File: src/timing_pkg.sv
/*
 * Raster timing definitions
 * Coordinate width and per-axis timing configuration shared by the
 * timing generator, line buffer and top level
 */

package timing_pkg;

   //////////////////////////////////////////////////////////////////////
   // Coordinate width

   // Enough for 2048 pixels or lines per axis
   localparam int CTR_W = 11;

   // Raster coordinate, also used for all timing values
   typedef logic [CTR_W-1:0] ctr_t;

   //////////////////////////////////////////////////////////////////////
   // Per-axis configuration

   /* Sync sits at coordinate 0, then back porch, active area and
    * front porch follow in that order.  First field lands in the MSBs.
    */
   typedef struct packed {
      ctr_t sync_width;    // Sync pulse length
      ctr_t back_porch;    // Sync end to first active
      ctr_t active;        // Visible pixels or lines
      ctr_t front_porch;   // Last active to next sync
   } axis_cfg_t;           // 44 bits

   // Total period of an axis is the sum of all four fields
   // Values are counts, not end positions

endpackage

File: src/raster_if.sv
/*
 * Raster bundle
 * Current scan position and sync flags, all in the pclk domain,
 * from the timing generator to the line buffer and pixel pipe
 */

`timescale 1ns/1ps

interface raster_if;

   logic             i_de;       // Display enable, active area only
   logic             i_hsync;    // High during horizontal sync
   logic             i_vsync;    // High during vertical sync
   timing_pkg::ctr_t dispx;      // Pixel index within the active line
   logic             line_odd;   // Bit 0 of active line index

   // Timing generator side
   modport src (
      output i_de, i_hsync, i_vsync,
      output dispx, line_odd
   );

   // Line buffer and pixel pipe side
   modport sink (
      input i_de, i_hsync, i_vsync,
      input dispx, line_odd
   );

endinterface

File: src/raster_timing.sv
/*
 * Raster timing generator
 * Horizontal and vertical counters with sync at coordinate 0, display
 * enable over the active area and the pixel and line position
 */

`timescale 1ns/1ps

module raster_timing (
   input  logic                  pclk,
   input  logic                  reset,
   input  logic                  i_vid_enable,   // Low reloads config and parks
   input  timing_pkg::axis_cfg_t i_h_cfg,
   input  timing_pkg::axis_cfg_t i_v_cfg,
   raster_if.src                 rif
);

   // Boundaries, latched while held
   timing_pkg::ctr_t h_sync_off;     // First px after hsync
   timing_pkg::ctr_t h_disp_start;   // First active px
   timing_pkg::ctr_t h_disp_end;     // First px after active
   timing_pkg::ctr_t h_last;         // Last px of the line
   timing_pkg::ctr_t v_sync_off;
   timing_pkg::ctr_t v_disp_start;
   timing_pkg::ctr_t v_disp_end;
   timing_pkg::ctr_t v_last;

   timing_pkg::ctr_t px;
   timing_pkg::ctr_t py;
   timing_pkg::ctr_t py_next;
   logic             line_odd_q;   // Active line index, bit 0
   logic             h_on;
   logic             v_on;

   //////////////////////////////////////////////////////////////////////
   // Configuration latch and counters

   assign py_next = (py == v_last) ? '0 : py + timing_pkg::ctr_t'(1);

   always_ff @(posedge pclk) begin
      if (reset || !i_vid_enable) begin
         // Running sums of the fields give the boundaries
         h_sync_off   <= i_h_cfg.sync_width;
         h_disp_start <= i_h_cfg.sync_width + i_h_cfg.back_porch;
         h_disp_end   <= i_h_cfg.sync_width + i_h_cfg.back_porch + i_h_cfg.active;
         h_last       <= i_h_cfg.sync_width + i_h_cfg.back_porch + i_h_cfg.active
                         + i_h_cfg.front_porch - timing_pkg::ctr_t'(1);
         v_sync_off   <= i_v_cfg.sync_width;
         v_disp_start <= i_v_cfg.sync_width + i_v_cfg.back_porch;
         v_disp_end   <= i_v_cfg.sync_width + i_v_cfg.back_porch + i_v_cfg.active;
         v_last       <= i_v_cfg.sync_width + i_v_cfg.back_porch + i_v_cfg.active
                         + i_v_cfg.front_porch - timing_pkg::ctr_t'(1);

         // Park on the line before the first display line
         px         <= '0;
         py         <= i_v_cfg.sync_width + i_v_cfg.back_porch - timing_pkg::ctr_t'(1);
         line_odd_q <= 1'b1;
      end else if (px == h_last) begin
         px <= '0;   // New line
         py <= py_next;
         // Even on the first display line, then alternating
         line_odd_q <= (py_next == v_disp_start) ? 1'b0 : ~line_odd_q;
      end else begin
         px <= px + timing_pkg::ctr_t'(1);
      end
   end

   //////////////////////////////////////////////////////////////////////
   // Flags and position

   assign h_on = (px >= h_disp_start) && (px < h_disp_end);
   assign v_on = (py >= v_disp_start) && (py < v_disp_end);   // Display line

   assign rif.i_hsync  = px < h_sync_off;
   assign rif.i_vsync  = py < v_sync_off;
   assign rif.i_de     = h_on && v_on;
   assign rif.dispx    = px - h_disp_start;   // Only meaningful with de
   assign rif.line_odd = line_odd_q;

   // Active area must sit clear of the sync pulse
   a_de_outside_hsync: assert property (@(posedge pclk) disable iff (reset)
      !(rif.i_de && rif.i_hsync))
      else $error("de high during hsync");

endmodule

File: src/flat_wrapper.sv
// flat-port wrapper written by rule: the top's interface ports become plain ports
module raster_timing_flat 
  (pclk, reset, i_vid_enable, i_h_cfg, i_v_cfg, rif_i_de, rif_i_hsync, rif_i_vsync, rif_dispx, rif_line_odd);
  raster_if rif_i ();
  input  logic pclk;
  input  logic reset;
  input  logic i_vid_enable;
  input  timing_pkg::axis_cfg_t i_h_cfg;
  input  timing_pkg::axis_cfg_t i_v_cfg;
  output wire logic [$bits(rif_i.i_de)-1:0] rif_i_de;
  output wire logic [$bits(rif_i.i_hsync)-1:0] rif_i_hsync;
  output wire logic [$bits(rif_i.i_vsync)-1:0] rif_i_vsync;
  output wire logic [$bits(rif_i.dispx)-1:0] rif_dispx;
  output wire logic [$bits(rif_i.line_odd)-1:0] rif_line_odd;
  assign rif_i_de = rif_i.i_de;
  assign rif_i_hsync = rif_i.i_hsync;
  assign rif_i_vsync = rif_i.i_vsync;
  assign rif_dispx = rif_i.dispx;
  assign rif_line_odd = rif_i.line_odd;
  raster_timing u_core (.pclk(pclk), .reset(reset), .i_vid_enable(i_vid_enable), .i_h_cfg(i_h_cfg), .i_v_cfg(i_v_cfg), .rif(rif_i));
endmodule
File: config.mk
export PLATFORM = sky130hd
export DESIGN_NAME = raster_timing_flat
export DESIGN_NICKNAME = d
export VERILOG_FILES = /design/src/timing_pkg.sv /design/src/raster_if.sv /design/src/raster_timing.sv /design/src/flat_wrapper.sv
export SDC_FILE = /design/constraint.sdc
export NUM_CORES = 1
export LEC_CHECK = 0
export ABC_AREA = 1
export BUFFER_PORTS_ARGS = -buffer_cell sky130_fd_sc_hd__buf_2
export CAP_MARGIN = 5
export CORE_MARGIN = 3
export CORE_UTILIZATION = 55
export DETAILED_ROUTE_END_ITERATION = 16
export PLACE_DENSITY_LB_ADDON = 0.08
export SLEW_MARGIN = 20
export SYNTH_ARGS = -nofsm -noshare
export SYNTH_HDL_FRONTEND = slang
export SYNTH_SLANG_ARGS = --single-unit
File: constraint.sdc
create_clock -name pclk -period 5.1 [get_ports pclk]
set_input_delay 0.765 -clock pclk [delete_from_list [all_inputs] [get_ports pclk]]
set_output_delay 0.765 -clock pclk [all_outputs]
set_load 0.005 [all_outputs]
; Word level (Yosys, flattened, before mapping)
; Cells that the tools add are included.
[totals]
register_bits = 111
inputBits = 91
wordCells = 44
[op_classes]
add_sub_neg = 12
magnitude_cmp = 6
n_eq_ne = 3
muxes = 4
bitwise = 1
n_reduce_logical = 7
[op_table]
columns = op, n
row1 = adder 11 bit, 6
row2 = less-than comparator 11 bit, 4
row3 = == test 11 bit, 3
row4 = two-way mux 11 bit, 3
row5 = subtractor 11 x 1 -> 11 bit (second input constant), 3
row6 = adder 11 x 1 -> 11 bit (second input constant), 2
row7 = >= comparator 11 bit, 2
row8 = subtractor 11 bit, 1
row9 = logical AND 1 bit, 3
row10 = nonzero test 2 bit, 1
row11 = OR reduction 2 bit, 1
row12 = zero test 1 bit, 1
row13 = logical OR 1 bit, 1
row14 = two-way mux 1 bit, 1
row15 = inverter 1 bit, 1

; Longest topological paths before layout
[logic_depth]
depth_word = 4
depth_mapped = 26
ltp_nobuf = 26

; Worst setup path after synthesis
; Ideal clock, no wire load.
[synth_timing]
kind = input to register
startpoint = input i_h_cfg[22] (netlist bit)
endpoint = register u_core.h_last[10] (data pin)
arrival_ns = 4.408
t_required_ns = 4.848
slack_ns = 0.439
path_stages = 23
path_buffers = 0
path_cell_list = ha_1 > inv_1 > fa_1 > o31a_1 > o21ai_0 > a31oi_1 > xor2_1 > ha_1 > nand2_1 > nor3_1 > nand3_1 > o2111ai_1 > xor2_1 > ha_1 > inv_1 > ha_1 > inv_1 > nor4_1 > nand2_1 > o211ai_1 > a31oi_1 > nand2_1 > nand2_1
[synth_between]
elab_chain_len = 4
[synth_lines]
columns = element, line
row1 = start: declaration, flat_wrapper.sv:8  ; input timing_pkg::axis_cfg_t i_h_cfg;
row2 = adder 11 bit (2 in series), raster_timing.sv:46  ; h_last <= i_h_cfg.sync_width + i_h_cfg.back_porch + i_h_cfg.active
row3 = adder 11 bit, raster_timing.sv:47  ; + i_h_cfg.front_porch - timing_pkg::ctr_t'(1);
row4 = subtractor 11 x 1 -> 11 bit, raster_timing.sv:47
row5 = end signal: assignment, raster_timing.sv:46
row6 = end: declaration, raster_timing.sv:22  ; timing_pkg::ctr_t h_last;
; Every way passes these cells.
; A chain may end at the register's enable or synchronous reset.

; Worst setup path after layout
[layout_timing]
startpoint = input i_h_cfg[33] (netlist bit)
endpoint = register u_core.h_last[10] (data pin)
; Same word-level chain as after synthesis.

==> flow_summary.yaml <==
critical_path:
  crit_required_ns: 5.22
  crit_chain: "buf_2 > ha_1 > inv_1 > fa_1 > o31a_1 > o21ai_0 > a31oi_1 > xor2_1 > ha_1 > nand2_1 > nor3_1 > nand3_1 > o2111ai_1 > xor2_1 > ha_1 > inv_1 > ha_1 > inv_1 > nor4_1 > nand2_1 > o211ai_1 > a31oi_1 > nand2_1 > nand2_1"
  rr_worst_depth: 6
  r2r_end: "u_core.py[9]"
  cpMaxStageDelayCell: "fa_1"
  endpoint_kind: "register"
  path_class: "in -> reg"
  critPathArrivalTime_ns: 4.79
  reg2reg_slack_ns: 2.70
  path_max_fanout: 5
  critPathLaunchType: "input port"
  cp-startpoint: "i_h_cfg[33]"
  slowest_delay_ns: 0.41
  endpoint: "u_core.h_last[10]"
  r2r_start: "u_core.px[2]"
detailed_routing:
  routed_wirelength_um: 22300
  drc: 0
  antenna_left: 0
  vias_per_cell: 5.12
  first_pass_iters: 5
  routedWlPerCell_um: 14.3
  drt_iter0_markers: 426
  vias: 7949
power_and_ir_drop:
  powerDensity_nw_per_um2: 405
  p_sw_frac: 0.400
  leakage_nw: 5.82
  vdd_ir_drop_max_uv: 253
  p_seq_frac: 0.334
  power_mw: 4.41
  internal_power_mw: 2.64
  p_switching_mw: 1.76
  p_clk_frac: 0.174
  power.share.combinational: 0.492
run_status:
  status: "completed"
die:
  die_h_um: 139
  core_region_area_um2: 16900
  die_area_um2: 19300
  initial_core_util: 0.573
  io_pins: 106
  placement_rows: 47
  die_w_um: 139
finish:
  finalNetCount: 1570
  num-fill-cells: 1520
  drive_gt1_frac: 0.121
  syn_to_final_growth_pct: 12.0
  num_antenna_cells: 0
clocking:
  cts_root_buf: "clkbuf_16"
  cts_tree: "built"
  numClockSinks: 111
  cts_buffer_depth: 2
  numCtsBuffers: 9
  htreeDepth: 3
  clk_pin_slew_worst_paths_ns: 0.08
  ctsHoldBuffers: 0
  clock_latency_ns: 0.36
yosys:
  ys_seq_elements: 111
  synth.distinct_cells: 50
  seq_area_frac_synth: 0.331
  synth_area_um2: 9710
  async_flop_share: 0
  synth_edf_count: 99
  synthFlopType: "edfxtp_1"
  postSynthCellCount: 1210
  synthesis.nets: 1452
  postSynthAreaPerCell_um2: 8.03
  yosys_warnings: 0
sta:
  setup_tns_ns: 0
  worst_slew_pin_slew_ns: 0.903
  rsz0062_at_grt: "false"
  setup-violations-final: 0
  max_freq_mhz: 214
  hold_viol: 0
  max_slew_margin: 0.397
  fin_crit_sh: 0.916
  maxSlewViolCount: 0
  fin_worst_skew_ns: 0.00788
  period_minus_slack_ns: 4.67
grt:
  grt_pass1_vias: 7888
  overflow: 0
  grt_pass1_wl_um: 37000
  antenna_found_initial: 0
  grt_usage: 0.234
  grt_max_degree: 68
hold_path:
  hold_start: "u_core.px[0]"
  hp-class: "reg -> reg"
placed_design:
  io_buffers: 105
  hpwl_um: 18300
  gp_congestion: 0.954
run:
  maxCapViolCount: 0
==> worst max-delay path: cells and delay by family <==
family / cells / cell delay [ns]
AOI/OAI and AO/OA: 6 / 1.00
xor gates and xnor gates: 2 / 0.29
adders and majority gates: 5 / 1.59
buffers and inverters: 4 / 0.24
and+or+nand+nor: 7 / 0.89
==> flip-flops by register name, indices dropped and copies added, names as in the netlist <==
register             flops
u_core.rif.line_odd      1
u_core.v_disp_start     11
u_core.v_last           11
u_core.h_last           11
u_core.v_sync_off       11
u_core.h_sync_off       11
u_core.h_disp_end       11
u_core.px               11
u_core.h_disp_start     11
u_core.v_disp_end       11
u_core.py               11
==> cell usage after synthesis, types with 15 or more instances <==
cell type / instances / area [µm²]
a21oi_1: 73 / 365
nand3_1: 69 / 345
xnor2_1: 16 / 140
nor2_1: 60 / 225
nor3_1: 19 / 95.1
inv_1: 267 / 1000
edfxtp_1: 99 / 2970
nand4_1: 15 / 93.8
ha_1: 144 / 1800
o21ai_0: 35 / 175
xor2_1: 49 / 429
nand2_1: 242 / 908
==> worst min-delay path by stage <==
stage | end | cells after the start
global placement | u_core.px[0] | 1
floorplan | u_core.px[0] | 1
global route | u_core.px[0] | 1
CTS | u_core.px[0] | 1
detailed placement | u_core.px[0] | 1
finish | u_core.px[0] | 1
==> per-layer routing <==
layer / vias up / track usage / wire length [µm]
met5: - / 0 / 0
met2: 153 / 0.433 / 11400
met1: 3541 / 0.281 / 9610
met3: 42 / 0.0262 / 689
li1: 4213 / - / -
met4: 0 / 0.0834 / 588
==> area by class of cell <==
cell class / instances / area [µm²] / share of cell area
clock inverter: 4 / 51.3 / 0.00471
sequential: 111 / 3210 / 0.295
clock buffer: 12 / 268 / 0.0246
multi-input combinational: 821 / 5470 / 0.503
inverter: 274 / 1030 / 0.0945
tap: 220 / 275 / 0.0253
timing repair buffer: 111 / 571 / 0.0524
==> placed cells by master (no fill, tap or decap), drive strengths merged, types with 15 or more instances in the layout <==
cell type  instances
o21ai             39
xor2              53
buf              111
nand3             73
a21oi             74
nand4             15
nor2              65
inv              273
edfxtp            99
xnor2             16
ha               144
nand2            245
nor3              19
==> metrics by stage <==
stage          utilization  instances  hold slack (ns)  area [µm²]  setup slack [ns]
4_1_cts              0.641       1553            0.458       10900             0.374
2_1_floorplan            -       1210            0.417        9710             0.439
3_3_place_gp         0.622       1537            0.429       10500             0.130
3_5_place_dp         0.622       1537            0.445       10500           0.00937
5_1_grt              0.642       1553            0.475       10900            0.0326
6_report             0.642       1553            0.459       10900             0.429
==> cell families after synthesis <==
| family | share of synthesized area |
|---|---|
| flops | 0.331 |
| buf+inv | 0.109 |
| simple gates | 0.195 |
| fa+ha+maj | 0.200 |
| compound gates | 0.0998 |
| xor+xnor | 0.0653 |
==> repair_timing <==
action	4_1_cts	5_1_grt
buffers inserted	0	0
setup endpoints to repair	0	2
endpoints found under the hold margin	0	0
gates resized for setup	0	3
==> power groups by stage <==
| stage | clock network [mW] | logic [mW] | registers (mW) |
|---|---|---|---|
| after detailed placement | 0 | 2.15 | 1.50 |
| after global placement | 0 | 2.10 | 1.49 |
| after global routing | 0.814 | 2.52 | 1.50 |
| final | 0.769 | 2.17 | 1.47 |
| after CTS | 0.777 | 2.17 | 1.47 |
| after floorplan | 0 | 1.65 | 1.45 |
(Power assumes the default switching activity.)
