$ cat config.mk
export PLATFORM = sky130hd
export DESIGN_NAME = pixel_pipe_flat
export DESIGN_NICKNAME = d
export VERILOG_FILES = /design/src/pixel_pkg.sv /design/src/timing_pkg.sv /design/src/raster_if.sv /design/src/pixel_pipe.sv /design/src/flat_wrapper.sv
export SDC_FILE = /design/constraint.sdc
export NUM_CORES = 1
export LEC_CHECK = 0
export BUFFER_PORTS_ARGS = -buffer_cell sky130_fd_sc_hd__buf_4
export CAP_MARGIN = 20
export CORE_AREA = 2 2 107 109
export CTS_CLUSTER_DIAMETER = 30
export CTS_CLUSTER_SIZE = 8
export DETAILED_ROUTE_END_ITERATION = 6
export DIE_AREA = 0 0 109 111
export PLACE_DENSITY = 0.69
export SLEW_MARGIN = 10
export SYNTH_ARGS = -nofsm -noshare
export SYNTH_HDL_FRONTEND = slang
export SYNTH_SLANG_ARGS = --single-unit
$ cat constraint.sdc
create_clock -name pclk -period 3 [get_ports pclk]
set_clock_uncertainty 0.05 [all_clocks]
set_input_delay 0.75 -clock pclk [delete_from_list [all_inputs] [get_ports pclk]]
set_output_delay 0.75 -clock pclk [all_outputs]
set_load 0.01 [all_outputs]
$ cat src/pixel_pkg.sv
/*
 * Pixel format definitions
 * Colour depth, line buffer word and palette types for the scan-out
 * datapath
 */

package pixel_pkg;

   //////////////////////////////////////////////////////////////////////
   // Colour depth

   // Value 3 is reserved, treated like 4bpp by the datapath
   typedef enum logic [1:0] {
      BPP1 = 2'd0,   // 32 pixels per word
      BPP2 = 2'd1,   // 16 pixels per word
      BPP4 = 2'd2    // 8 pixels per word
   } bpp_t;

   // DMA beat and line buffer entry, pixels packed LSB first
   typedef logic [31:0] word_t;

   //////////////////////////////////////////////////////////////////////
   // Palette

   // 4 bits per channel, red lowest
   typedef struct packed {
      logic [3:0] b;   // Bits 11:8
      logic [3:0] g;   // Bits 7:4
      logic [3:0] r;   // Bits 3:0
   } rgb12_t;

   // 16 logical colours, entry 0 in the lowest 12 bits
   typedef rgb12_t [15:0] palette_t;

endpackage

$ cat src/timing_pkg.sv
/*
 * Raster timing definitions
 * Coordinate width and per-axis timing configuration shared by the
 * timing generator, line buffer and top level
 */

package timing_pkg;

   //////////////////////////////////////////////////////////////////////
   // Coordinate width

   // Enough for 2048 pixels or lines per axis
   localparam int CTR_W = 11;

   // Raster coordinate, also used for all timing values
   typedef logic [CTR_W-1:0] ctr_t;

   //////////////////////////////////////////////////////////////////////
   // Per-axis configuration

   /* Sync sits at coordinate 0, then back porch, active area and
    * front porch follow in that order.  First field lands in the MSBs.
    */
   typedef struct packed {
      ctr_t sync_width;    // Sync pulse length
      ctr_t back_porch;    // Sync end to first active
      ctr_t active;        // Visible pixels or lines
      ctr_t front_porch;   // Last active to next sync
   } axis_cfg_t;           // 44 bits

   // Total period of an axis is the sum of all four fields
   // Values are counts, not end positions

endpackage

$ cat src/raster_if.sv
/*
 * Raster bundle
 * Current scan position and sync flags, all in the pclk domain,
 * from the timing generator to the line buffer and pixel pipe
 */

`timescale 1ns/1ps

interface raster_if;

   logic             i_de;       // Display enable, active area only
   logic             i_hsync;    // High during horizontal sync
   logic             i_vsync;    // High during vertical sync
   timing_pkg::ctr_t dispx;      // Pixel index within the active line
   logic             line_odd;   // Bit 0 of active line index

   // Timing generator side
   modport src (
      output i_de, i_hsync, i_vsync,
      output dispx, line_odd
   );

   // Line buffer and pixel pipe side
   modport sink (
      input i_de, i_hsync, i_vsync,
      input dispx, line_odd
   );

endinterface

$ cat src/pixel_pipe.sv
/*
 * Pixel pipeline
 * Picks the pixel out of the line word, looks it up in the palette and
 * expands it to 8 bits per channel, keeping the syncs aligned
 */

`timescale 1ns/1ps

module pixel_pipe (
   input  logic                pclk,
   input  logic                reset,
   input  pixel_pkg::word_t    i_word,      // From the line buffer
   input  logic [4:0]          i_xidx,      // Pixel position within word
   input  pixel_pkg::bpp_t     i_bpp,
   input  pixel_pkg::palette_t i_palette,
   raster_if.sink              rif,
   output logic [7:0]          o_r,
   output logic [7:0]          o_g,
   output logic [7:0]          o_b,
   output logic                o_hsync,
   output logic                o_vsync,
   output logic                o_de,
   output logic                o_blank
);

   logic [3:0]        pix_idx;   // Logical colour
   pixel_pkg::rgb12_t pix_rgb;
   logic [2:0]        hs_d;      // Sync flag delay lines
   logic [2:0]        vs_d;
   logic [2:0]        de_d;

   //////////////////////////////////////////////////////////////////////
   // Field select and palette

   always_comb begin
      case (i_bpp)
         pixel_pkg::BPP1: pix_idx = {3'b000, i_word[i_xidx]};
         pixel_pkg::BPP2: pix_idx = {2'b00, i_word[{i_xidx[3:0], 1'b0} +: 2]};
         default:         pix_idx = i_word[{i_xidx[2:0], 2'b00} +: 4];
      endcase
   end

   always_ff @(posedge pclk) begin
      pix_rgb <= i_palette[pix_idx];   // Stage 2 of 3
   end

   //////////////////////////////////////////////////////////////////////
   // Expansion to 8 bits

   // Low nibble filled with the channel MSB
   always_ff @(posedge pclk) begin
      o_r <= {pix_rgb.r, {4{pix_rgb.r[3]}}};
      o_g <= {pix_rgb.g, {4{pix_rgb.g[3]}}};
      o_b <= {pix_rgb.b, {4{pix_rgb.b[3]}}};
   end

   //////////////////////////////////////////////////////////////////////
   // Sync delay

   // Three stages to match buffer read, lookup and expansion
   always_ff @(posedge pclk) begin
      if (reset) begin
         hs_d <= 3'b000;
         vs_d <= 3'b000;
         de_d <= 3'b000;
      end else begin
         hs_d <= {hs_d[1:0], rif.i_hsync};
         vs_d <= {vs_d[1:0], rif.i_vsync};
         de_d <= {de_d[1:0], rif.i_de};
      end
   end

   assign o_hsync = hs_d[2];
   assign o_vsync = vs_d[2];
   assign o_de    = de_d[2];
   assign o_blank = ~de_d[2];   // Blank outside the active area

endmodule

$ cat src/flat_wrapper.sv
// flat-port wrapper written by rule: the top's interface ports become plain ports
module pixel_pipe_flat 
  (pclk, reset, i_word, i_xidx, i_bpp, i_palette, o_r, o_g, o_b, o_hsync, o_vsync, o_de, o_blank, rif_i_de, rif_i_hsync, rif_i_vsync, rif_dispx, rif_line_odd);
  raster_if rif_i ();
  input  logic pclk;
  input  logic reset;
  input  pixel_pkg::word_t i_word;
  input  logic [4:0] i_xidx;
  input  pixel_pkg::bpp_t i_bpp;
  input  pixel_pkg::palette_t i_palette;
  output logic [7:0] o_r;
  output logic [7:0] o_g;
  output logic [7:0] o_b;
  output logic o_hsync;
  output logic o_vsync;
  output logic o_de;
  output logic o_blank;
  input wire logic [$bits(rif_i.i_de)-1:0] rif_i_de;
  input wire logic [$bits(rif_i.i_hsync)-1:0] rif_i_hsync;
  input wire logic [$bits(rif_i.i_vsync)-1:0] rif_i_vsync;
  input wire logic [$bits(rif_i.dispx)-1:0] rif_dispx;
  input wire logic [$bits(rif_i.line_odd)-1:0] rif_line_odd;
  assign rif_i.i_de = rif_i_de;
  assign rif_i.i_hsync = rif_i_hsync;
  assign rif_i.i_vsync = rif_i_vsync;
  assign rif_i.dispx = rif_dispx;
  assign rif_i.line_odd = rif_line_odd;
  pixel_pipe u_core (.pclk(pclk), .reset(reset), .i_word(i_word), .i_xidx(i_xidx), .i_bpp(i_bpp), .i_palette(i_palette), .rif(rif_i), .o_r(o_r), .o_g(o_g), .o_b(o_b), .o_hsync(o_hsync), .o_vsync(o_vsync), .o_de(o_de), .o_blank(o_blank));
endmodule
# == Word-level counts from Yosys, hierarchy flattened ==
# Index checks and enable logic that the tools add are counted.
# word_totals
ff_bits,45
in_bits,248
output_inout_bits,28
word_cells,21
# classes
n_lt_le_gt_ge,2
eq_ne,1
n_shift,2
muxes,5
n_bitwise,1
n_reduce_logical,1
# op_table
op,count
binary-select mux 12 bit (select 4 bit),1
indexed part select 32 x 6 -> 2 bit,1
indexed part select 32 x 6 -> 4 bit,1
2-to-1 mux 12 bit,1
one-hot mux 4 bit (2 select lines),1
< comparator 5 x 6 -> 1 bit (second input constant),1
binary-select mux 1 bit (select 5 bit),1
< comparator 4 x 5 -> 1 bit (second input constant),1
equality test 2 x 1 -> 1 bit (second input constant),1
logical NOT 2 bit,1
2-to-1 mux 1 bit,1
inverter 1 bit,1

# == Longest topological paths before layout ==
# depth
word_depth,5
depth_mapped,14

# == Least setup slack after synthesis ==
# No wires, ideal clock.
# synth_timing
kind,input to register
startpoint,in i_xidx[1]
endpoint,reg u_core.pix_rgb[2] in the netlist's numbering
setup_time_ns,0.136
arrival_time_ns,2.716
t_required_ns,2.814
path_slack_ns,0.098
stages,12
path_buffers,5
cell_sequence,buf_4 -> buf_6 -> buf_2 -> mux2i_1 -> o22ai_1 -> o211ai_1 -> o221ai_1 -> buf_2 -> clkbuf_1 -> a211o_1 -> o211ai_1 -> nand4_1
# synth_via
elab_chain_cells,5
word_cells_on_any_way,7
# synth_lines
item,line_no,rtl
from (decl),flat_wrapper.sv:8,input logic [4:0] i_xidx;
binary-select mux 1 bit (select 5 bit),pixel_pipe.sv:37,"pixel_pkg::BPP1: pix_idx = {3'b000, i_word[i_xidx]};"
2-to-1 mux 1 bit (not written as such),pixel_pipe.sv:37,
one-hot mux 4 bit (2 select lines) *,pixel_pipe.sv:36,case (i_bpp)
binary-select mux 12 bit (select 4 bit) *,pixel_pipe.sv:44,pix_rgb <= i_palette[pix_idx];
2-to-1 mux 12 bit (not written as such) *,pixel_pipe.sv:44,
to (signal assigned),pixel_pipe.sv:44,
to (decl),pixel_pipe.sv:27,pixel_pkg::rgb12_t pix_rgb;
# Mark *: on every way between the ends. The rest lies on a longest branch, timed or not. The select of a mux whose other input is x is not followed.
# A chain may end at the register's enable or synchronous reset.

# == Worst setup path in the final report ==
# layout_timing
startpoint,in i_xidx[1]
endpoint,reg u_core.pix_rgb[6] in the netlist's numbering
# The elaborated chain is that of the path after synthesis.

==> results.yml <==
timing:
  relSlewSlack_pct: 73.9
  rsz0062_at_grt: "no"
  setup_viol: 0
  setup_ws_ns: 0.130
  tightest_slew_ns: 0.386
  fmax_ghz: 0.348
  finalHoldViolations: 0
  fin_tns_setup_ns: 0
  min_period_ns: 2.87
  min_period_over_period_pct: 95.7
  slew_viol_final: 0
critical_path:
  reg2reg_depth: 1
  worstPathRequired_ns: 3.09
  critPathKind: "in2reg"
  critPathCapture: "u_core.pix_rgb[6]"
  r2r_slack_ns: 2.44
  path_max_fanout: 26
  r2r-end: "u_core.vs_d[1]"
  startpoint_type: "input pin"
  crit_slowest_cell: "mux4_2"
  crit_chain: "buf_6 -> mux4_2 -> mux2_2 -> nand3b_1 -> nand4_1 -> a21o_4 -> buf_12 -> a211o_1 -> o211ai_1 -> nand4_1"
  cp_slowest_stage_delay_ns: 0.51
  crit_start: "i_xidx[1]"
  end_kind: "flip-flop"
  arrival_ns: 2.96
  regToRegStartpoint: "u_core.vs_d[0]"
  crit_path_frequent_cell: "nand4_1"
yosys:
  synth_top_family_by_area: "compound AO/OA/AOI/OAI gates"
  syn_inst: 428
  synthArstFlopShare_pct: 0
  synth_top_area_share_pct: 19.4
  yosys-top-cells-area: "dfxtp_1 19%, a211o_1 13%, mux4_2 12%"
  seq_area_frac_synth_pct: 19.4
  synthMuxAreaShare_pct: 17.3
  synth_area_um2: 3410
  ys_ff_latch: 33
  synth_cell_types: 30
  synth_nets: 676
  synth-xor-area-share_pct: 0
  yosysWarnings: 0
  syn_avg_cell_area_um2: 7.96
  synth_top_cell_by_area: "dfxtp_1"
  synth_edf_count: 0
  synth-simple-area-share_pct: 18.0
  synthAdderAreaFrac_pct: 0
  synthFlopType: "dfxtp_1"
  synth_compound_area_share_pct: 35.8
outcome:
  status: "finished clean"
drt:
  dr.first_iter.drc_count: 413
  routed_via_density: 5.54
  first_pass_iters: 6
  drtAntennaViolNets: 0
  wl_um: 15700
  num_vias: 4595
  drc_errors: 0
  wl_per_cell_um: 19.0
final_layout:
  layout_common_cells: "293 x buf_4, 101 x nand2_1, 49 x a211o_1"
  drive_above_1_share_pct: 49.7
  seqCellArea_um2: 661
  diodes: 0
  nets: 933
  syn_to_final_growth_pct: 73.6
  mostFrequentLayoutCell: "buf_4"
  multi_input_area_um2: 2480
  n_fill_cell: 1047
cts:
  cts_tree: "yes"
  post-cts-setup-buffers: 0
  cts_root_buf: "clkbuf_16"
  clkLatencyLatePin_ns: 0.27
  path_clk_slew_ns: 0.05
  cts_sinks: 33
  clockBufferDepth: 2
  htree_levels: 2
  numCtsBuffers: 5
floorplan:
  die_y_um: 111
  dieArea_um2: 12100
  rows: 39
  coreArea_um2: 11100
  start_util_pct: 30.8
  ioPinCount: 276
  die_x_um: 109
global_routing:
  overflow: 0
  first_global_vias: 4514
  antenna_found_initial: 0
  grt_max_degree: 42
  track_usage_pct: 24.7
  grt_pass1_wl_um: 23300
hold_path:
  min_path_type: "reg2reg"
power:
  vdd_drop_max_uv: 284
  p_total_uw: 2240
  p_per_area_nw_per_um2: 378
  leakagePower_uw: 0.00271
placement:
  dp_hpwl_um: 13000
  post-place-ws_ns: -0.229
  place.gp.congestion: 0.868
  io_buffers: 263
job:
  cap_violations: 0
metrics by stage:
stage / cells / utilization [%] / area (um2) / hold WS (ns)
after floorplan: 428 / - / 3410 / 0.260
after global placement: 821 / 51.9 / 5750 / 0.260
after detailed placement: 821 / 51.9 / 5750 / 0.262
after CTS: 829 / 53.2 / 5890 / 0.275
after global routing: 829 / 53.4 / 5920 / 0.284
final: 829 / 53.4 / 5920 / 0.275
worst max-delay path: cells and delay by family:
kind	cells	cell delay, ns
compound gates	3	0.78
buf+inv	2	0.29
mux	2	0.79
simple gates	3	0.34
synth_stat cells (all sizes together), types with 12 or more instances:
cell,instances
o211ai,38
a211o,49
mux4,18
dfxtp,33
buf,43
o311ai,12
nor2b,13
mux2i,16
clkbuf,13
nand4,13
a31oi,48
nand2,101
routing by layer:
| metal | part of all wire (%) | wire length [um] | GRT usage, % | up-vias |
|---|---|---|---|---|
| met2 | 52 | 8140 | 45.1 | 222 |
| li1 | - | - | - | 2182 |
| met3 | 10 | 1580 | 6.58 | 28 |
| met5 | 0 | 0 | 0 | - |
| met1 | 36 | 5600 | 27.2 | 2163 |
| met4 | 2.7 | 418 | 8.12 | 0 |
logic make-up after synthesis:
group           Yosys count
compound gates          161
simple gates            140
buf+inv                  58
mux                      36
flops                    33
sequential cells by signal, indices dropped and copies added (netlist names):
signal and count:
u_core.hs_d 3, u_core.vs_d 3, u_core.de_d 3, u_core.o_r 4, u_core.o_g 4, u_core.o_b 4
u_core.pix_rgb 12
how the worst min path moves through the flow:
stage / start / end / slack, ns / depth (start not counted)
6_report: u_core.pix_rgb[0] / u_core.o_r[4] / 0.27 / 0
5_1_grt: u_core.pix_rgb[0] / u_core.o_r[4] / 0.28 / 0
4_1_cts: u_core.pix_rgb[3] / u_core.o_r[3] / 0.27 / 0
3_5_place_dp: u_core.pix_rgb[3] / u_core.o_r[3] / 0.26 / 0
3_3_place_gp: u_core.pix_rgb[6] / u_core.o_g[6] / 0.26 / 0
2_1_floorplan: u_core.pix_rgb[11] / u_core.o_b[3] / 0.26 / 0
power breakdown:
group / internal [uW] / switching [uW]
combinational: 628 / 550
sequential: 537 / 40.5
clock: 303 / 176
total: 1470 / 767
final cells by class:
type | instances | share of cell area, %
Clock buffer | 5 | 2.11
Clock inverter | 3 | 0.296
Inverter | 2 | 0.127
Multi-Input combinational cell | 337 | 41.8
Sequential cell | 33 | 11.2
Tap cell | 143 | 3.02
Timing Repair Buffer | 306 | 41.4
repair_timing:
action / in CTS / in global routing
hold buffers: 0 / 0
gates resized for setup: 0 / 4
setup endpoints to repair: 0 / 9
Power figures use the tool's default switching activity.
