==> src/frame_sync.sv <==
/*
 * Frame resync
 * Synchronises the external flyback and holds the timing generator off
 * until flyback ends, then acknowledges the toggle request
 */

`timescale 1ns/1ps

module frame_sync (
   input  logic pclk,
   input  logic reset,
   input  logic i_sync_flyback,   // Async flyback from the video controller
   input  logic i_sync_req,       // Toggle request, async
   output logic o_sync_ack,       // Toggles once per completed resync
   output logic o_vid_enable,     // Low holds the timing generator
   output logic o_flyback_fall    // One cycle at end of flyback
);

   typedef enum logic [1:0] {
      S_IDLE,   // Running, waiting for a request
      S_HOLD,   // Timing held, minimum hold time
      S_WAIT    // Waiting for flyback to end
   } state_t;

   logic [1:0] req_sync;   // Request synchroniser
   logic [2:0] fb_sync;    // Two sync flops plus previous value
   logic       pending;
   state_t     state;
   logic [1:0] hold_ctr;

   always_ff @(posedge pclk) begin
      req_sync <= {req_sync[0], i_sync_req};
      fb_sync  <= {fb_sync[1:0], i_sync_flyback};
   end

   assign pending        = req_sync[1] != o_sync_ack;   // Request and ack differ
   assign o_flyback_fall = !fb_sync[1] && fb_sync[2];

   //////////////////////////////////////////////////////////////////////
   // Resync FSM

   always_ff @(posedge pclk) begin
      if (reset) begin
         state        <= S_IDLE;
         hold_ctr     <= 2'd0;
         o_vid_enable <= 1'b1;   // Free-running out of reset
         o_sync_ack   <= 1'b0;
      end else begin
         case (state)
            S_IDLE: if (pending) begin
               state        <= S_HOLD;
               o_vid_enable <= 1'b0;   // Timing gen reloads config
               hold_ctr     <= 2'd2;
            end
            S_HOLD: if (hold_ctr == 2'd0) state <= S_WAIT;
                    else hold_ctr <= hold_ctr - 2'd1;
            S_WAIT: if (o_flyback_fall) begin   // May miss one, next frame then
               state        <= S_IDLE;
               o_vid_enable <= 1'b1;
               o_sync_ack   <= ~o_sync_ack;
            end
            default: state <= S_IDLE;
         endcase
      end
   end

   // Ack moves with the release, only after the drop cycle and the full hold
   a_ack_on_release: assert property (@(posedge pclk) disable iff (reset)
      (o_sync_ack != $past(o_sync_ack)) |->
         (o_vid_enable && !$past(o_vid_enable) && !$past(o_vid_enable, 2)
          && !$past(o_vid_enable, 3) && !$past(o_vid_enable, 4)))
      else $error("sync ack toggled without a full hold of the timing gen");

endmodule

==> config.mk <==
export PLATFORM = sky130hd
export DESIGN_NAME = frame_sync
export DESIGN_NICKNAME = d
export VERILOG_FILES = /design/src/frame_sync.sv
export SDC_FILE = /design/constraint.sdc
export NUM_CORES = 1
export LEC_CHECK = 0
export BUFFER_PORTS_ARGS = -buffer_cell sky130_fd_sc_hd__clkbuf_2
export CAP_MARGIN = 15
export CORE_AREA = 10 10 47 49
export CTS_CLUSTER_DIAMETER = 50
export CTS_CLUSTER_SIZE = 16
export DETAILED_ROUTE_END_ITERATION = 8
export DIE_AREA = 0 0 57 59
export PLACE_DENSITY_LB_ADDON = 0.08
export SYNTH_ARGS = -nofsm -noshare
export SYNTH_HDL_FRONTEND = slang
export SYNTH_SLANG_ARGS = --single-unit
export TNS_END_PERCENT = 1
==> constraint.sdc <==
create_clock -name pclk -period 1.9 [get_ports pclk]
set_clock_uncertainty 0.1 [all_clocks]
set_input_delay 0.285 -clock pclk [delete_from_list [all_inputs] [get_ports pclk]]
set_output_delay 0.285 -clock pclk [all_outputs]
set_load 0.03 [all_outputs]
==> After elaboration in Yosys (flattened, before gate mapping) <==
Cells that the tools add are included.
{ "word_totals": {"inputBits": 4, "register_bits": 11, "wordCells": 35, "out_inout_bits": 3} }
{ "op_classes": {"n_bitwise": 1, "add_sub_neg": 1, "reduce_logical": 10, "muxes": 10, "eq_ne": 7} }
{ "op_table": {"columns": ["cell", "count"], "rows": [
  ["$mux 2", 5],
  ["$reduce_and 3->1", 3],
  ["$ne 2x2->1 const B", 4],
  ["$pmux 2 s3", 1],
  ["$logic_not 2->1", 2],
  ["$pmux 2 s2", 1],
  ["$reduce_bool 2->1", 2],
  ["$eq 2x1->1 const B", 1],
  ["$eq 2x2->1 const B", 1],
  ["$mux 1", 2],
  ["$pmux 1 s2", 1],
  ["$reduce_and 2->1", 1],
  ["$sub 2x1->2 const B", 1],
  ["$logic_and 1x1->1", 1],
  ["$logic_not 1->1", 1],
  ["$ne 1x1->1", 1],
  ["$not 1->1", 1]
]} }

==> Longest topological paths before layout <==
Gate-level depths: netlist of run 1.
{ "logic_depth": {"word_depth": 4, "depth_mapped": 5, "depth_no_buf": 5} }

==> Worst setup path after synthesis of run 1 <==
No wires, ideal clock.
{ "synth_path": {"path_kind": "reg2reg", "startpoint": "register hold_ctr[0]", "endpoint": "register hold_ctr[1]", "required_time_ns": 1.721, "arrival_time_ns": 1.176, "synth_period_minus_slack_ns": 1.356, "path_slack_ns": 0.544, "setup_time_ns": 0.079, "path_stages_with_launch": 6, "path_cell_list": "dfxtp_1 > inv_1 > ha_1 > a21oi_1 > a21bo_2 > a211oi_2"} }
{ "synth_via": {"elab_chain_len": 3} }
{ "synth_rtl": {"columns": ["element", "line_no", "source"], "rows": [
  ["start: declaration", "29", "logic [1:0] hold_ctr;"],
  ["start signal: assignment", "56", "else hold_ctr <= hold_ctr - 2'd1;"],
  ["$sub 2x1->2 / $logic_not 2->1 (equally long branches)", "56, 55", null],
  ["$mux 2 / $ne 2x2->1 (equally long branches)", null, null],
  ["$pmux 2 s2 / $reduce_and 3->1 (equally long branches)", null, null]
]} }
Several ways; a longest one is shown, not always the timed one. The select of a mux whose other input is x is not followed.
A chain may end at the register's enable or synchronous reset.

==> Worst setup path in the final report of run 1 <==
Same ends and word-level chain as after synthesis.

==> results.py, run 1 <==
metrics = {
    "layout": {
        "final_common_cell": "dfxtp_1",
        "syn_to_final_growth_pct": 18.83,
        "diodes": 0,
        "final_area_um2": 481.7,
        "drive_gt1_share_pct": 28.26,
        "fin_nets": 52,
        "mostFrequentLayoutCells": "dfxtp_1, clkbuf_2, clkbuf_4",
        "stdcell_count": 62,
    },
    "floorplanning": {
        "die_h_um": 59,
        "floorplan.core_area_um2": 1401,
        "fp-row-count": 14,
        "io_pins": 7,
        "initial_core_util_pct": 28.93,
        "die_width_um": 57,
        "dieArea_um2": 3363,
    },
    "grt": {
        "grt_pass1_wl_um": 1393,
        "grtUsageTotal_pct": 5.065,
        "grt_pass1_vias": 342,
        "grt_overflow": 0,
        "antenna_found_initial": 0,
        "grt_max_degree": 9,
    },
    "sta": {
        "min_period_ps": 1477,
        "final.period_utilization_pct": 77.75,
        "rsz0062_at_grt": "no",
        "setup_tns_ps": 0,
        "finalHoldViolations": 0,
        "fin_ws_ps": 422.8,
        "max_freq_ghz": 0.6769,
        "timing.hold.ws_ps": 28.63,
        "finalSetupViolCount": 0,
        "slew_headroom_pct": 77.77,
        "slew_viol_final": 0,
        "tightest_slew_ps": 331.1,
    },
    "route": {
        "drc_errors": 0,
        "dr.first_iter.drc_count": 3,
        "wl_per_cell_um": 11.47,
        "drt_wl_total_um": 711,
        "vias": 279,
        "firstDrtPassIters": 2,
        "via_per_inst": 4.500,
        "postRouteAntennaNets": 0,
    },
    "min_path": {
        "hp-class": "input port to flop",
    },
    "clocking": {
        "tritoncts": "built",
        "clk_root_buffer_cell": "clkbuf_4",
        "cts_buffer_depth": 2,
        "numClockSinks": 11,
        "htree_levels": 1,
        "cts_resized": 0,
        "clk_latency_ps": 250,
        "clk_pin_slew_ps": 60,
        "post_cts_buffers": 0,
        "hold_buffers": 0,
        "cts_buffers": 3,
    },
    "logic_synthesis": {
        "yosys_warnings": 0,
        "ys_seq_area_share_pct": 54.32,
        "synth_area_um2": 405.4,
        "syn_avg_cell_area_um2": 11.26,
        "ys_ff_latch": 11,
        "synth_cell_type_count": 19,
        "syn_inst": 36,
        "synth_nets": 41,
    },
    "place": {
        "gp_congestion": 0.6227,
        "dp_slack_ps": 414.9,
        "hpwl_um": 573.5,
        "io_buffer_count": 6,
        "place_inst": 58,
        "placedInstanceArea_um2": 455.4,
    },
    "worst_setup_path": {
        "cp_data_arrival_time_ps": 1550,
        "crit_path_max_fanout": 5,
        "crit_type": "flop to flop",
        "crit_required_ps": 1980,
        "cp-end-kind": "flop",
        "worst_setup_path_start_kind": "flop",
    },
    "job": {
        "maxCapViolCount": 0,
    },
    "outcome": {
        "status": "finished, final reports clean",
    },
    "power_and_ir_drop": {
        "p_leak_nw": 0.1839,
        "power_density_nw_per_um2": 1056,
        "max-vdd-ir-drop_uv": 392.0,
    },
}
-- cell usage after synthesis, drive strengths merged --
library cell / count / share of area [%]
a2111o: 1 / 2.8
a211oi: 1 / 3.1
a21bo: 1 / 2.5
a21oi: 2 / 2.5
a31oi: 2 / 3.1
dfxtp: 11 / 54
ha: 1 / 3.1
inv: 3 / 2.8
nand2: 2 / 1.9
nand3: 1 / 1.2
nand3b: 2 / 3.7
nor2: 2 / 1.9
nor2b: 1 / 1.5
nor3: 1 / 1.2
nor4b: 1 / 2.2
nor4bb: 1 / 6.2
o21a: 1 / 1.9
xnor2: 2 / 4.3
-- where the power goes --
part / leakage [nW] / switching (mW) / internal [mW]
combinational: 0.0773 / 0.0452 / 0.0419
clock: 0.0150 / 0.0660 / 0.0809
sequential: 0.0916 / 0.0226 / 0.252
total: 0.184 / 0.134 / 0.375
-- sequential cells by signal, summed over array words and instances, names as in the netlist --
register,flops
o_sync_ack,1
fb_sync,3
req_sync,2
state,2
hold_ctr,2
o_vid_enable,1
-- metal layers --
metal,vias to the layer above,GRT usage (%),wire [um]
met5,-,0,0
li1,149,-,-
met4,0,3.020,0
met2,5,8.372,352
met3,0,1.717,28
met1,125,5.489,329
-- metrics by stage --
stage	util [%]	total power, mW
2_1_floorplan	-	0.3428
3_3_place_gp	32.50	0.3634
3_5_place_dp	32.50	0.3689
4_1_cts	34.38	0.5206
5_1_grt	34.38	0.5467
6_report	34.38	0.5088
-- path summary, 6_finish.rpt --
path | from | end | slack (ps) | depth (start not counted)
min reg2reg | req_sync[0] | req_sync[1] | 230 | 0
max reg2reg | hold_ctr[0] | hold_ctr[1] | 420 | 5
min | i_sync_flyback | fb_sync[0] | 30 | 1
max | hold_ctr[0] | hold_ctr[1] | 420 | 5
-- cells by family (layout without fill, tap and decap cells) --
logic type,Yosys count,in the layout,synth area share (%)
flops,11,11,54.32
simple gates,11,11,19.75
compound gates,8,8,15.74
buf+inv,3,13,2.778
xor+xnor,2,2,4.322
fa+ha+maj,1,1,3.086
-- layout make-up --
| type | count | area (um2) |
|---|---|---|
| fillers | 155 | 919.6 |
| well taps | 16 | 20.02 |
| repair buffers | 6 | 30.03 |
| flip-flops and latches | 11 | 220.2 |
| multi-input cells | 22 | 173.9 |
| inverters | 3 | 11.26 |
| clock buffers | 4 | 26.28 |
-- critical path, stage by stage, from the launching register on --
cell	delay [ps]
dfxtp_1	380
inv_1	60
ha_1	250
a21oi_1	150
a21bo_2	250
a211oi_2	210
No activity file was read; power rests on OpenSTA's default activity.
==> run 2, diff against run 1 <==
- clock period: 1.9 -> 1.55 ns (I/O delays scaled with it)
==> run 2 against run 1 <==
Against the previous run:
- clock power up 27%
- final cell count rose by 3.2%
- first-iteration DRC count decreased by 33%
- clock-buffer cell count unchanged
- sequential share of layout area is 1.7 points lower
- non-clock buffer count increased by 2
- sequential power rose by 23%
- fmax increased by 5.4%
- total power is 25% higher
- largest power group unchanged
==> results.py, run 2 (synthesis gave the netlist of run 1 again) <==
metrics = {
    "place": {
        "gp_congestion": 0.5827,
        "place_inst": 58,
        "hpwl_um": 577,
        "io_buffer_count": 6,
    },
    "worst_setup_path": {
        "crit_buf_inv": 1,
        "cp_data_arrival_time_ps": 1490,
        "critPathTopFamily": "compound AO/OA/AOI/OAI gates",
        "crit_required_ps": 1640,
        "slowest_delay_ps": 360,
        "worst_setup_path_start_kind": "flop",
        "cp-end-kind": "flop",
        "crit_path_max_fanout": 5,
        "crit_chain": "inv_1, ha_1, a21oi_1, a21bo_2, a211oi_2",
        "r2r_slack_ps": 150,
        "crit_slowest_cell": "dfxtp_2",
        "crit_type": "flop to flop",
    },
    "sta": {
        "slew_headroom_pct": 76.42,
        "rsz0062_at_grt": "no",
        "finalSetupViolCount": 0,
        "min_period_ps": 1401,
        "setup_tns_ps": 0,
        "max_freq_ghz": 0.7136,
        "finalHoldViolations": 0,
        "tightest_slew_ps": 353.2,
        "slew_viol_final": 0,
        "final.period_utilization_pct": 90.40,
    },
    "layout": {
        "largest_register_ffs": 3,
        "drive_gt1_share_pct": 29.17,
        "mostFrequentLayoutCells": "dfxtp_1, clkbuf_2, clkbuf_4",
        "stdcell_count": 64,
        "final_common_cell": "dfxtp_1",
        "syn_to_final_growth_pct": 24.07,
        "top_register": "fb_sync",
        "fin_nets": 54,
        "diodes": 0,
    },
    "route": {
        "via_per_inst": 4.688,
        "dr.first_iter.drc_count": 2,
        "postRouteAntennaNets": 0,
        "firstDrtPassIters": 3,
        "wl_met1_um": 346,
        "drt_wl_total_um": 781,
        "highest_layer": "met4",
        "drc_errors": 0,
        "met2WireLength_um": 378,
        "vias": 300,
        "wl_per_cell_um": 12.20,
        "wl_met3_um": 49,
    },
    "power_and_ir_drop": {
        "p_sw_uw": 170.3,
        "pwr-share-seq_pct": 53.5,
        "internal_power_uw": 463.6,
        "p_sw_share_pct": 26.87,
        "p_leak_nw": 0.1928,
        "clkPwrFrac_pct": 29.3,
        "max-vdd-ir-drop_uv": 482.2,
        "combPwrFrac_pct": 17.2,
        "power_density_nw_per_um2": 1260,
    },
    "grt": {
        "grtUsageTotal_pct": 5.760,
        "grt_pass1_vias": 329,
        "grt_overflow": 0,
        "grt_max_degree": 9,
        "grt_pass1_wl_um": 1469,
        "antenna_found_initial": 0,
    },
    "job": {
        "maxCapViolCount": 0,
    },
    "floorplanning": {
        "initial_core_util_pct": 28.93,
        "die_h_um": 59,
        "dieArea_um2": 3363,
        "fp-row-count": 14,
        "io_pins": 7,
        "die_width_um": 57,
        "floorplan.core_area_um2": 1401,
    },
    "clocking": {
        "post_cts_buffers": 0,
        "clk_pin_slew_ps": 70,
        "htree_levels": 1,
        "clk_latency_ps": 260,
        "tritoncts": "built",
        "cts_buffers": 3,
        "numClockSinks": 11,
        "cts_buffer_depth": 2,
        "clk_root_buffer_cell": "clkbuf_4",
    },
    "outcome": {
        "status": "finished, final reports clean",
    },
    "min_path": {
        "hp-class": "input port to flop",
    },
}
==> run 2: power groups by stage <==
stage / registers, mW / logic, mW / clock network (mW)
after global routing: 0.344 / 0.121 / 0.219
after detailed placement: 0.345 / 0.106 / 0
after CTS: 0.338 / 0.110 / 0.198
after floorplan: 0.347 / 0.0731 / 0
after global placement: 0.343 / 0.103 / 0
final: 0.339 / 0.109 / 0.186
==> run 2: layer usage <==
metal  up-vias  track usage [%]
met2         5            8.682
li1        154                -
met3         2            3.219
met5         -                0
met1       139            5.615
met4         0            5.034
==> run 2: layout make-up <==
| cell class | instances | area (um2) |
|---|---|---|
| clock buffer | 4 | 26.28 |
| multi-input combinational | 22 | 173.9 |
| inverter | 3 | 11.26 |
| tap | 16 | 20.02 |
| sequential | 11 | 221.5 |
| timing repair buffer | 8 | 50.05 |
| fill | 153 | 898.4 |
==> run 2: what timing repair did <==
| action | 4_1_cts | 5_1_grt |
|---|---|---|
| hold buffers | 2 | 0 |
| setup endpoints to repair | 0 | 1 |
| gates resized for setup | 0 | 1 |
| hold endpoints to repair | 2 | 0 |
==> run 2: worst paths after layout <==
check                   start           to  cells past startpoint
hold reg to reg   req_sync[0]  req_sync[1]                      0
setup / recovery  hold_ctr[0]  hold_ctr[1]                      5
setup reg to reg  hold_ctr[0]  hold_ctr[1]                      5
hold / removal          reset  hold_ctr[1]                      2
==> run 2: metrics by stage <==
step / instance area [um2] / worst slack (ps) / util [%] / total power [mW] / hold slack, ps
after detailed placement: 455.4 / 112.2 / 32.50 / 0.4505 / 218.5
final: 503.0 / 148.7 / 35.89 / 0.6339 / 131.9
after global placement: 455.4 / 139.3 / 32.50 / 0.4463 / 213.7
after CTS: 501.7 / 101.4 / 35.80 / 0.6464 / 120.9
after floorplan: 405.4 / 194.3 / - / 0.4202 / 160.2
after global routing: 503.0 / 40.86 / 35.89 / 0.6846 / 128.5
==> run 3, diff against run 2 <==
- CORE_AREA: 10 10 47 49 -> unset
- CORE_MARGIN: unset -> 10
- CORE_UTILIZATION: unset -> 30
- DIE_AREA: 0 0 57 59 -> unset
- SETUP_SLACK_MARGIN: unset -> 0.05
==> run 3 against run 2 <==
Against the previous run:
- non-clock buffer count is the same
- fmax shrank 0.81%
- global-route usage shrank 0.34 points
- utilization grew 3.2 points
- largest power group unchanged
- hold slack lost 12 ps
- combinational power is essentially flat
- first-iteration DRC count grew 100%
- sequential cell count is the same
- total power shrank 0.35%
- largest cell class unchanged
==> results.py, run 3 (synthesis gave the netlist of run 1 again) <==
metrics = {
    "layout": {
        "fin_nets": 54,
        "stdcell_count": 63,
        "fillers": 133,
        "diodes": 0,
        "top_register": "fb_sync",
        "drive_gt1_share_pct": 29.17,
        "largest_register_ffs": 3,
        "mostFrequentLayoutCells": "dfxtp_1, clkbuf_2, clkbuf_4",
        "syn_to_final_growth_pct": 23.77,
        "final_common_cell": "dfxtp_1",
    },
    "power_and_ir_drop": {
        "power_density_nw_per_um2": 1259,
        "clkPwrFrac_pct": 29.4,
        "internal_power_uw": 463.5,
        "p_leak_nw": 0.1928,
        "p_sw_uw": 168.2,
        "p_sw_share_pct": 26.62,
        "pwr-share-seq_pct": 53.6,
        "max-vdd-ir-drop_uv": 551.4,
        "combPwrFrac_pct": 17.0,
    },
    "sta": {
        "tightest_slew_ps": 346.1,
        "rsz0062_at_grt": "no",
        "slew_viol_final": 0,
        "max_freq_ghz": 0.7078,
        "min_period_ps": 1413,
        "setup_tns_ps": 0,
        "final.period_utilization_pct": 91.15,
        "slew_headroom_pct": 76.90,
        "finalHoldViolations": 0,
        "finalSetupViolCount": 0,
    },
    "route": {
        "vias": 301,
        "drc_errors": 0,
        "highest_layer": "met4",
        "postRouteAntennaNets": 0,
        "wl_met1_um": 312,
        "wl_per_cell_um": 11.48,
        "wl_met3_um": 33,
        "met2WireLength_um": 373,
        "drt_wl_total_um": 723,
        "dr.first_iter.drc_count": 4,
        "via_per_inst": 4.778,
        "firstDrtPassIters": 3,
    },
    "clocking": {
        "clk_root_buffer_cell": "clkbuf_4",
        "clk_pin_slew_ps": 70,
        "tritoncts": "built",
        "cts_buffer_depth": 2,
        "clk_latency_ps": 260,
        "cts_buffers": 3,
        "numClockSinks": 11,
        "htree_levels": 1,
        "post_cts_buffers": 0,
    },
    "floorplanning": {
        "floorplan.core_area_um2": 1285,
        "dieArea_um2": 3222,
        "die_h_um": 56.76,
        "initial_core_util_pct": 31.55,
        "io_pins": 7,
        "fp-row-count": 13,
        "die_width_um": 56.76,
    },
    "min_path": {
        "whs_endpoint": "hold_ctr[1]",
        "holdPathStages": 2,
        "hp-class": "input port to flop",
        "min-delay-start": "reset",
    },
    "outcome": {
        "status": "finished, final reports clean",
    },
    "worst_setup_path": {
        "crit_type": "flop to flop",
        "cp_data_arrival_time_ps": 1500,
        "rr_endpoint": "hold_ctr[1]",
        "ff2ff_path_depth": 5,
        "crit_required_ps": 1640,
        "cp-end-kind": "flop",
        "crit_path_max_fanout": 5,
        "reg2reg_from": "hold_ctr[0]",
        "r2r_slack_ps": 140,
        "worst_setup_path_start_kind": "flop",
    },
    "grt": {
        "grt_max_degree": 9,
        "antenna_found_initial": 0,
        "grtUsageTotal_pct": 5.420,
        "grt_pass1_vias": 325,
        "grt_overflow": 0,
        "grt_pass1_wl_um": 1338,
    },
    "place": {
        "io_buffer_count": 6,
        "gp_congestion": 0.6251,
        "place_inst": 57,
    },
    "job": {
        "maxCapViolCount": 0,
    },
}
[run 3: power groups by stage]
stage,combinational (mW),clock (mW),sequential (mW)
3_3_place_gp,0.101,0,0.343
3_5_place_dp,0.105,0,0.345
5_1_grt,0.120,0.220,0.344
2_1_floorplan,0.0731,0,0.347
6_report,0.108,0.185,0.339
4_1_cts,0.109,0.200,0.339
[run 3: timing repair]
| item | in CTS | in global routing |
|---|---|---|
| hold buffers | 2 | 0 |
| setup endpoints to repair | 0 | 1 |
| gates resized for setup | 0 | 1 |
| hold endpoints to repair | 2 | 0 |
[run 3: how the worst max path moves through the flow]
| stage | from | to | slack [ps] | cells after the start |
|---|---|---|---|---|
| floorplan | hold_ctr[0] | hold_ctr[1] | 190 | 5 |
| finish | hold_ctr[0] | hold_ctr[1] | 140 | 5 |
| CTS | hold_ctr[0] | hold_ctr[1] | 80 | 5 |
| global placement | hold_ctr[0] | hold_ctr[1] | 170 | 5 |
| detailed placement | hold_ctr[0] | hold_ctr[1] | 100 | 5 |
| global route | hold_ctr[0] | hold_ctr[1] | 60 | 5 |
[run 3: per-stage QoR]
stage / utilization [%] / total power [mW] / instance area (um2) / hold slack, ps / setup slack (ps)
2_1_floorplan: - / 0.4202 / 405.4 / 160.2 / 194.3
3_3_place_gp: 35.35 / 0.4445 / 454.2 / 215.4 / 165.6
3_5_place_dp: 35.35 / 0.4497 / 454.2 / 223.1 / 101.2
4_1_cts: 38.95 / 0.6475 / 500.5 / 110.3 / 82.99
5_1_grt: 39.05 / 0.6836 / 501.7 / 101.7 / 60.39
6_report: 39.05 / 0.6317 / 501.7 / 119.9 / 137.2
[run 3: metal layers]
metal	global-route usage, %	vias up
met4	5.034	0
li1	-	152
met2	7.680	4
met1	5.160	143
met3	3.596	2
met5	0	-
[run 3: critical path, cell delays in order (launching register included)]
cell and delay, ps:
dfxtp_2 360, inv_1 50, ha_1 250, a21oi_1 140
a21bo_2 240, a211oi_2 190
[run 3: layout make-up]
cell class | count | area [um2] | area share (%)
Multi-Input combinational cell | 22 | 173.9 | 34.66
Clock buffer | 4 | 26.28 | 5.237
Sequential cell | 11 | 221.5 | 44.14
Inverter | 3 | 11.26 | 2.244
Tap cell | 15 | 18.77 | 3.741
Timing Repair Buffer | 8 | 50.05 | 9.975
